`src/logic/divide_isa_pkg.sv`:
```
`default_nettype none

package divide_isa_pkg;

    // architectural widths
    localparam int xlen = 64;
    localparam int wlen = 32;

    typedef logic [xlen-1:0] xword_t;

    // funct codes of the M-extension divide group
    typedef enum logic [3:0] {
        op_div  = 4'd4,
        op_divu = 4'd5,
        op_rem  = 4'd6,
        op_remu = 4'd7
    } div_func_t;

    // word results are sign-extended from bit 31
    function automatic xword_t sext_word(input xword_t value);
        return {{(xlen - wlen){value[wlen-1]}}, value[wlen-1:0]};
    endfunction

    // word operands are zero- or sign-extended by signedness
    function automatic xword_t narrow_word(input xword_t value, input logic signed_op);
        xword_t result;
        if (signed_op) begin
            result = sext_word(value);
        end else begin
            result = {{(xlen - wlen){1'b0}}, value[wlen-1:0]};
        end
        return result;
    endfunction

endpackage

`default_nettype wire

```
`src/logic/divide_core_pkg.sv`:
```
`default_nettype none

package divide_core_pkg;

    // one quotient bit per step, word ops included
    localparam int div_steps = 64;

    typedef logic [$clog2(div_steps + 1)-1:0] step_cnt_t;

    // operation as captured at start
    typedef struct packed {
        logic rem_op;
        logic signed_op;
        logic word_op;
        logic quot_neg;
        logic rem_neg;
    } div_op_t;

    // special cases, in order of precedence
    typedef enum logic [1:0] {
        st_none          = 2'd0,
        st_zero_divisor  = 2'd1,
        st_overflow      = 2'd2,
        st_zero_dividend = 2'd3
    } div_status_t;

endpackage

`default_nettype wire

```
`src/logic/divide_decode.sv`:
```
`default_nettype none

module divide_decode (
    input  divide_isa_pkg::xword_t       opr_a_i,
    input  divide_isa_pkg::xword_t       opr_b_i,
    input  divide_isa_pkg::div_func_t    div_func_i,
    input  logic                         word_op_i,
    output divide_core_pkg::div_op_t     op_o,
    output divide_isa_pkg::xword_t       mag_a_o,
    output divide_isa_pkg::xword_t       mag_b_o,
    output divide_core_pkg::div_status_t status_o,
    output divide_isa_pkg::xword_t       special_res_o
);

    logic                   signed_op;
    logic                   rem_op;
    logic                   a_neg;
    logic                   b_neg;
    logic                   zero_divisor;
    logic                   overflow;
    logic                   zero_dividend;
    divide_isa_pkg::xword_t a_nar;
    divide_isa_pkg::xword_t b_nar;
    divide_isa_pkg::xword_t min_val;
    divide_isa_pkg::xword_t raw_res;

    assign signed_op = (div_func_i == divide_isa_pkg::op_div) ||
                       (div_func_i == divide_isa_pkg::op_rem);
    assign rem_op    = (div_func_i == divide_isa_pkg::op_rem) ||
                       (div_func_i == divide_isa_pkg::op_remu);

    assign a_nar = word_op_i ? divide_isa_pkg::narrow_word(opr_a_i, signed_op) : opr_a_i;
    assign b_nar = word_op_i ? divide_isa_pkg::narrow_word(opr_b_i, signed_op) : opr_b_i;

    // narrowed values are already extended, so bit 63 is the sign
    assign a_neg = signed_op & a_nar[divide_isa_pkg::xlen-1];
    assign b_neg = signed_op & b_nar[divide_isa_pkg::xlen-1];

    assign mag_a_o = a_neg ? -a_nar : a_nar;
    assign mag_b_o = b_neg ? -b_nar : b_nar;

    // most negative value of the selected width
    assign min_val = word_op_i ?
        divide_isa_pkg::sext_word(divide_isa_pkg::xword_t'(1) << (divide_isa_pkg::wlen - 1)) :
        divide_isa_pkg::xword_t'(1) << (divide_isa_pkg::xlen - 1);

    assign zero_divisor  = (b_nar == '0);
    assign overflow      = signed_op && (a_nar == min_val) && (b_nar == '1);
    assign zero_dividend = (a_nar == '0);

    always_comb begin
        if (zero_divisor) begin
            status_o = divide_core_pkg::st_zero_divisor;
        end else if (overflow) begin
            status_o = divide_core_pkg::st_overflow;
        end else if (zero_dividend) begin
            status_o = divide_core_pkg::st_zero_dividend;
        end else begin
            status_o = divide_core_pkg::st_none;
        end
    end

    always_comb begin
        case (status_o)
            divide_core_pkg::st_zero_divisor: raw_res = rem_op ? a_nar : '1;
            divide_core_pkg::st_overflow:     raw_res = rem_op ? '0 : min_val;
            default:                          raw_res = '0;
        endcase
    end

    // REMUW by zero still returns a sign-extended word
    assign special_res_o = word_op_i ? divide_isa_pkg::sext_word(raw_res) : raw_res;

    always_comb begin
        op_o.rem_op    = rem_op;
        op_o.signed_op = signed_op;
        op_o.word_op   = word_op_i;
        op_o.quot_neg  = a_neg ^ b_neg;
        // remainder follows the dividend
        op_o.rem_neg   = a_neg;
    end

endmodule

`default_nettype wire

```
`src/logic/divide_iter.sv`:
```
`default_nettype none

module divide_iter (
    input  logic                   clk,
    input  logic                   reset,
    input  logic                   load_i,
    input  logic                   step_i,
    input  divide_isa_pkg::xword_t mag_a_i,
    input  divide_isa_pkg::xword_t mag_b_i,
    output divide_isa_pkg::xword_t quot_o,
    output divide_isa_pkg::xword_t rem_o
);

    divide_isa_pkg::xword_t          divisor_q;
    divide_isa_pkg::xword_t          rem_q;
    divide_isa_pkg::xword_t          quot_q;
    logic [divide_isa_pkg::xlen:0]   shifted;
    logic [divide_isa_pkg::xlen+1:0] diff;
    logic                            fits;

    // next dividend bit comes out of the top of the quotient register
    assign shifted = {rem_q, quot_q[divide_isa_pkg::xlen-1]};

    // trial subtraction, borrow in the top bit
    assign diff = {1'b0, shifted} - {2'b00, divisor_q};
    assign fits = ~diff[divide_isa_pkg::xlen+1];

    always_ff @(posedge clk) begin
        if (load_i) begin
            divisor_q <= mag_b_i;
        end
    end

    always_ff @(posedge clk) begin
        if (reset) begin
            rem_q  <= '0;
            quot_q <= '0;
        end else if (load_i) begin
            rem_q  <= '0;
            quot_q <= mag_a_i;
        end else if (step_i) begin
            // restore by keeping the shifted value
            rem_q  <= fits ? diff[divide_isa_pkg::xlen-1:0] :
                             shifted[divide_isa_pkg::xlen-1:0];
            quot_q <= {quot_q[divide_isa_pkg::xlen-2:0], fits};
        end
    end

    assign quot_o = quot_q;
    assign rem_o  = rem_q;

endmodule

`default_nettype wire

```
`src/logic/divide_ctrl.sv`:
```
`default_nettype none

module divide_ctrl (
    input  logic                         clk,
    input  logic                         reset,
    input  logic                         div_instr_i,
    input  logic                         flush_i,
    input  divide_core_pkg::div_op_t     op_i,
    input  divide_core_pkg::div_status_t status_i,
    output logic                         load_o,
    output logic                         step_o,
    output logic                         done_o,
    output logic                         special_o,
    output divide_core_pkg::div_op_t     op_o,
    output logic                         busy_o
);

    logic                       run_q;
    logic                       special_q;
    logic                       last_step;
    divide_core_pkg::step_cnt_t count_q;
    divide_core_pkg::div_op_t   op_q;

    assign load_o    = div_instr_i & ~flush_i & (status_i == divide_core_pkg::st_none);
    assign last_step = (count_q == divide_core_pkg::step_cnt_t'(divide_core_pkg::div_steps));
    assign step_o    = run_q & ~last_step;
    // a flush on the finishing edge still drops the result
    assign done_o    = run_q & last_step & ~flush_i;

    always_ff @(posedge clk) begin
        if (reset) begin
            run_q     <= 1'b0;
            count_q   <= '0;
            special_q <= 1'b0;
        end else begin
            special_q <= div_instr_i & ~flush_i & (status_i != divide_core_pkg::st_none);
            if (flush_i) begin
                run_q   <= 1'b0;
                count_q <= '0;
            end else if (load_o) begin
                run_q   <= 1'b1;
                count_q <= '0;
            end else if (done_o) begin
                run_q   <= 1'b0;
            end else if (step_o) begin
                count_q <= count_q + 1'b1;
            end
        end
    end

    // signs and kind held for the result stage
    always_ff @(posedge clk) begin
        if (load_o) begin
            op_q <= op_i;
        end
    end

    assign special_o = special_q;
    assign op_o      = op_q;
    assign busy_o    = run_q;

endmodule

`default_nettype wire

```
`src/logic/divide_result.sv`:
```
`default_nettype none

module divide_result (
    input  logic                     clk,
    input  logic                     reset,
    input  logic                     done_i,
    input  logic                     special_i,
    input  divide_core_pkg::div_op_t op_i,
    input  divide_isa_pkg::xword_t   quot_i,
    input  divide_isa_pkg::xword_t   rem_i,
    input  divide_isa_pkg::xword_t   special_res_i,
    output divide_isa_pkg::xword_t   div_res_o,
    output logic                     valid_res_o
);

    divide_isa_pkg::xword_t mag_sel;
    divide_isa_pkg::xword_t signed_res;
    divide_isa_pkg::xword_t norm_res;
    divide_isa_pkg::xword_t special_q;
    logic                   negate;

    assign mag_sel    = op_i.rem_op ? rem_i : quot_i;
    assign negate     = op_i.rem_op ? op_i.rem_neg : op_i.quot_neg;
    assign signed_res = negate ? -mag_sel : mag_sel;
    assign norm_res   = op_i.word_op ? divide_isa_pkg::sext_word(signed_res) : signed_res;

    // special result sampled at the strobe edge, before operands move on
    always_ff @(posedge clk) begin
        special_q <= special_res_i;
    end

    always_ff @(posedge clk) begin
        if (reset) begin
            div_res_o   <= '0;
            valid_res_o <= 1'b0;
        end else begin
            valid_res_o <= done_i | special_i;
            if (special_i) begin
                div_res_o <= special_q;
            end else if (done_i) begin
                div_res_o <= norm_res;
            end
        end
    end

endmodule

`default_nettype wire

```
`src/logic/divide.sv`:
```
`default_nettype none

module divide (
    input  logic                      clk,
    input  logic                      reset,
    input  divide_isa_pkg::xword_t    opr_a_i,
    input  divide_isa_pkg::xword_t    opr_b_i,
    input  logic                      div_instr_i,
    input  divide_isa_pkg::div_func_t div_func_i,
    input  logic                      word_op_i,
    input  logic                      flush_i,
    output divide_isa_pkg::xword_t    div_res_o,
    output logic                      valid_res_o,
    output logic                      div_busy_o
);

    divide_core_pkg::div_op_t     dec_op;
    divide_core_pkg::div_op_t     run_op;
    divide_core_pkg::div_status_t status;
    divide_isa_pkg::xword_t       mag_a;
    divide_isa_pkg::xword_t       mag_b;
    divide_isa_pkg::xword_t       special_res;
    divide_isa_pkg::xword_t       quot;
    divide_isa_pkg::xword_t       rem;
    logic                         load;
    logic                         step;
    logic                         done;
    logic                         special;

    divide_decode u_decode (
        .opr_a_i       (opr_a_i),
        .opr_b_i       (opr_b_i),
        .div_func_i    (div_func_i),
        .word_op_i     (word_op_i),
        .op_o          (dec_op),
        .mag_a_o       (mag_a),
        .mag_b_o       (mag_b),
        .status_o      (status),
        .special_res_o (special_res)
    );

    divide_ctrl u_ctrl (
        .clk         (clk),
        .reset       (reset),
        .div_instr_i (div_instr_i),
        .flush_i     (flush_i),
        .op_i        (dec_op),
        .status_i    (status),
        .load_o      (load),
        .step_o      (step),
        .done_o      (done),
        .special_o   (special),
        .op_o        (run_op),
        .busy_o      (div_busy_o)
    );

    divide_iter u_iter (
        .clk     (clk),
        .reset   (reset),
        .load_i  (load),
        .step_i  (step),
        .mag_a_i (mag_a),
        .mag_b_i (mag_b),
        .quot_o  (quot),
        .rem_o   (rem)
    );

    divide_result u_result (
        .clk           (clk),
        .reset         (reset),
        .done_i        (done),
        .special_i     (special),
        .op_i          (run_op),
        .quot_i        (quot),
        .rem_i         (rem),
        .special_res_i (special_res),
        .div_res_o     (div_res_o),
        .valid_res_o   (valid_res_o)
    );

endmodule

`default_nettype wire

```
`config.mk`:
```
export PLATFORM = sky130hd
export DESIGN_NAME = divide
export DESIGN_NICKNAME = d
export VERILOG_FILES = /design/src/logic/divide_isa_pkg.sv /design/src/logic/divide_core_pkg.sv /design/src/logic/divide_decode.sv /design/src/logic/divide_iter.sv /design/src/logic/divide_ctrl.sv /design/src/logic/divide_result.sv /design/src/logic/divide.sv
export SDC_FILE = /design/constraint.sdc
export NUM_CORES = 1
export LEC_CHECK = 0
export BUFFER_PORTS_ARGS = -buffer_cell sky130_fd_sc_hd__clkbuf_2
export CORE_ASPECT_RATIO = 1.4
export CORE_MARGIN = 1.5
export CORE_UTILIZATION = 45
export CTS_CLUSTER_DIAMETER = 150
export DETAILED_ROUTE_END_ITERATION = 10
export GPL_TIMING_DRIVEN = 1
export PLACE_DENSITY = 0.72
export SETUP_SLACK_MARGIN = 0.4
export SLEW_MARGIN = 20
export SYNTH_ARGS = -nofsm -noshare
export SYNTH_HDL_FRONTEND = slang
export SYNTH_SLANG_ARGS = --single-unit
```
`constraint.sdc`:
```
create_clock -name clk -period 8.26 [get_ports clk]
set_clock_uncertainty 0.1 [all_clocks]
set_input_delay 0.413 -clock clk [delete_from_list [all_inputs] [get_ports clk]]
set_output_delay 0.413 -clock clk [all_outputs]
set_load 0.1 [all_outputs]
```
==> results.cfg <==
[status]
status = complete, no violations

[clocking]
ctsLongestPathBuffers = 3
ctsResizeCount = 0
cts-buffers-inserted = 35
htree_levels = 2
insertion_delay_ns = 0.55
holdBufCountCts = 1
clk_pin_slew_ns = 0.07
cts.sinks = 334
cts_setup_buffers = 0
cts_root_buf = clkbuf_16
cts_tree = yes

[critical_path]
r2r_cells = 11
crit_path_end_kind = register
crit_slowest_cell = nor2_4
worstSetupPathType = in2reg
path_max_fanout = 46
r2r-start = u_ctrl.op_o[4]
worst_ep_arrival_time_ns = 6.48
cp_slowest_stage_delay_ns = 0.70
cp-start-kind = primary input
crit_end = u_iter.rem_o[63]
reg2reg_slack_ns = 3.05
reg2reg_to = u_result.div_res_o[35]
cp_cell_sequence = dlygate4sd3_1 > clkbuf_2 > inv_1 > ha_1 > or3b_2 > or4_1 > nor3_1 > buf_4 > and2_1 > nand2_1 > nor2_1 > nand3_1 > nor2_1 > nor2_1 > ha_1 > nand2_1 > or2_4 > clkinv_2 > nor2_4 > nand2_1 > a21oi_1 > o211ai_1 > o21ai_0
cp-startpoint = opr_b_i[0]
required_ns = 8.63

[drt]
drt-total-wl_mm = 78.5
via_per_inst = 6.11
remaining_drc_errors = 0
first_iter_violations = 2174
avgRoutedWirePerCell_um = 21.1
ant_nets = 0
dr.pass1.iters = 7
vias = 22800

[global_route]
grt_max_degree = 111
grt_pass1_vias = 20900
globalRouteTotalUtil = 0.285
antenna_found_initial = 0
grt_overflow = 0
grt_pass1_wl_mm = 120

[cells_and_area]
area_growth_pct = 10.8
design_area_sq_um = 25800
final_nets = 3264
drive_above_1_share = 0.117
diodes = 0

[job]
drv_cap = 0

[synthesis]
ys_ff_latch = 334
synth_enable_flop_cells = 68
ys_seq_area_frac = 0.317
synth_fp_nets = 3190
syn_inst = 2978
synth_cell_types = 86
async_reset_ff_frac = 0
syn_area_sq_um = 23300
avgSynthCellArea_sq_um = 7.81
ys_warn_count = 0
synth_flop_cell = dfxtp_1

[place]
dp_hpwl_mm = 58.5
post-place-ws_ns = 2.01
placed_cell_area_sq_um = 24600
portBuffers = 202
gp_congestion = 1.00

[power_and_ir_drop]
max-vdd-ir-drop_uv = 162
p_per_area_nw_per_um2 = 161
total_power_mw = 4.15
leakagePower_nw = 10.3

[floorplan]
rows = 98
ios = 203
die-area_sq_um = 53100
start_util = 0.456
fp.dieW_um = 195
core_sq_um = 51000
die_height_um = 272

[timing]
relSlewSlack = 0.269
finalHoldViolCount = 0
setup_ws_ns = 2.15
worst_pin_slew_ns = 1.09
finalSetupTns_ns = 0
holdWs_ns = 0.0437
setup_viol = 0
max_freq_mhz = 164
maxSlewViolCount = 0
period_minus_slack_ns = 6.11
rsz0062_at_grt = false
post-route-period-util = 0.740

[worst_hold_path]
hp-class = in2reg
cells in the mapped netlist (45+ instances only):
| cell | number | area share |
|---|---|---|
| nor2_1 | 271 | 0.044 |
| edfxtp_1 | 68 | 0.088 |
| nand4_1 | 45 | 0.012 |
| clkbuf_1 | 166 | 0.027 |
| xnor2_1 | 137 | 0.052 |
| a311oi_1 | 57 | 0.021 |
| dfxtp_1 | 266 | 0.23 |
| xor2_1 | 93 | 0.035 |
| a21oi_1 | 341 | 0.073 |
| mux2i_1 | 116 | 0.050 |
| o21ai_0 | 254 | 0.055 |
| nor3_1 | 87 | 0.019 |
| nand2_1 | 300 | 0.048 |
| inv_1 | 114 | 0.018 |
| ha_1 | 74 | 0.040 |
worst min-delay path by stage:
stage | cells after the start | to | start | slack, ns
finish | 2 | u_ctrl.special_o | flush_i | 0.04
global route | 2 | u_result.special_q[23] | opr_a_i[23] | 0.04
CTS | 2 | u_result.special_q[9] | opr_a_i[9] | 0.03
detailed placement | 2 | u_result.div_res_o[58] | u_result.div_res_o[58] | 0.33
global placement | 2 | u_result.div_res_o[58] | u_result.div_res_o[58] | 0.33
floorplan | 2 | u_result.div_res_o[50] | u_result.special_q[50] | 0.33
worst max-delay path: cells and delay by family:
family	cells	cell delay, ns
AND/OR/NAND/NOR	13	4.09
AO/OA/AOI/OAI	3	0.45
adder cells (fa/ha/maj)	2	0.43
buffers and inverters	5	1.08
metrics by stage:
stage / utilization / instances
after global routing: 0.505 / 3729
after detailed placement: 0.481 / 3663
after floorplan: - / 2978
final: 0.505 / 3729
after global placement: 0.481 / 3663
after CTS: 0.504 / 3728
flip-flops by register name (all words and copies together), names as in the netlist:
register              flops
u_ctrl.busy_o             1
u_ctrl.count_q            7
u_ctrl.op_o               4
u_ctrl.special_o          1
u_iter.divisor_q         64
u_iter.quot_o            64
u_iter.rem_o             64
u_result.div_res_o       64
u_result.special_q       64
u_result.valid_res_o      1
per-layer routing:
metal | GRT usage | vias up | routed length, um
met5 | 0 | - | 0
met4 | 0.141 | 0 | 4180
met3 | 0.0228 | 192 | 4490
met2 | 0.482 | 913 | 37000
met1 | 0.367 | 10800 | 32900
li1 | - | 10900 | -
report_power, final:
part           internal, mW  switching, mW  total [mW]  leakage [nW]
clock                 0.921          0.708        1.63         0.573
sequential             1.72         0.0579        1.78          2.77
combinational         0.263          0.479       0.742          6.96
total                  2.91           1.24        4.15          10.3
final cells by class:
class	instances	area [sq um]
inverter	114	429
timing repair buffer	237	1290
tap	650	813
clock buffer	46	990
clock inverter	18	174
fill	4963	25300
sequential	334	7370
multi-input combinational	2330	14700
logic make-up after synthesis:
logic type      count (synthesis)  synth area share
buf+inv                       314            0.0532
mux                           127            0.0562
compound gates                966             0.257
simple gates                  932             0.190
flops                         334             0.317
fa+ha+maj                      75            0.0407
xor+xnor                      230            0.0866
placed cells by master (no fill, tap or decap), drive strengths merged, types with 45 or more instances in the layout:
cell    Yosys  final
nand2     301    301
mux2i     121    121
o21ai     269    269
ha         74     74
xor2       93     93
nand4      45     45
a311oi     57     57
edfxtp     68     68
clkbuf    166    247
dfxtp     266    266
a21oi     341    341
inv       114    117
nor2      271    271
nor3       87     87
xnor2     137    137
(Power assumes the default switching activity.)
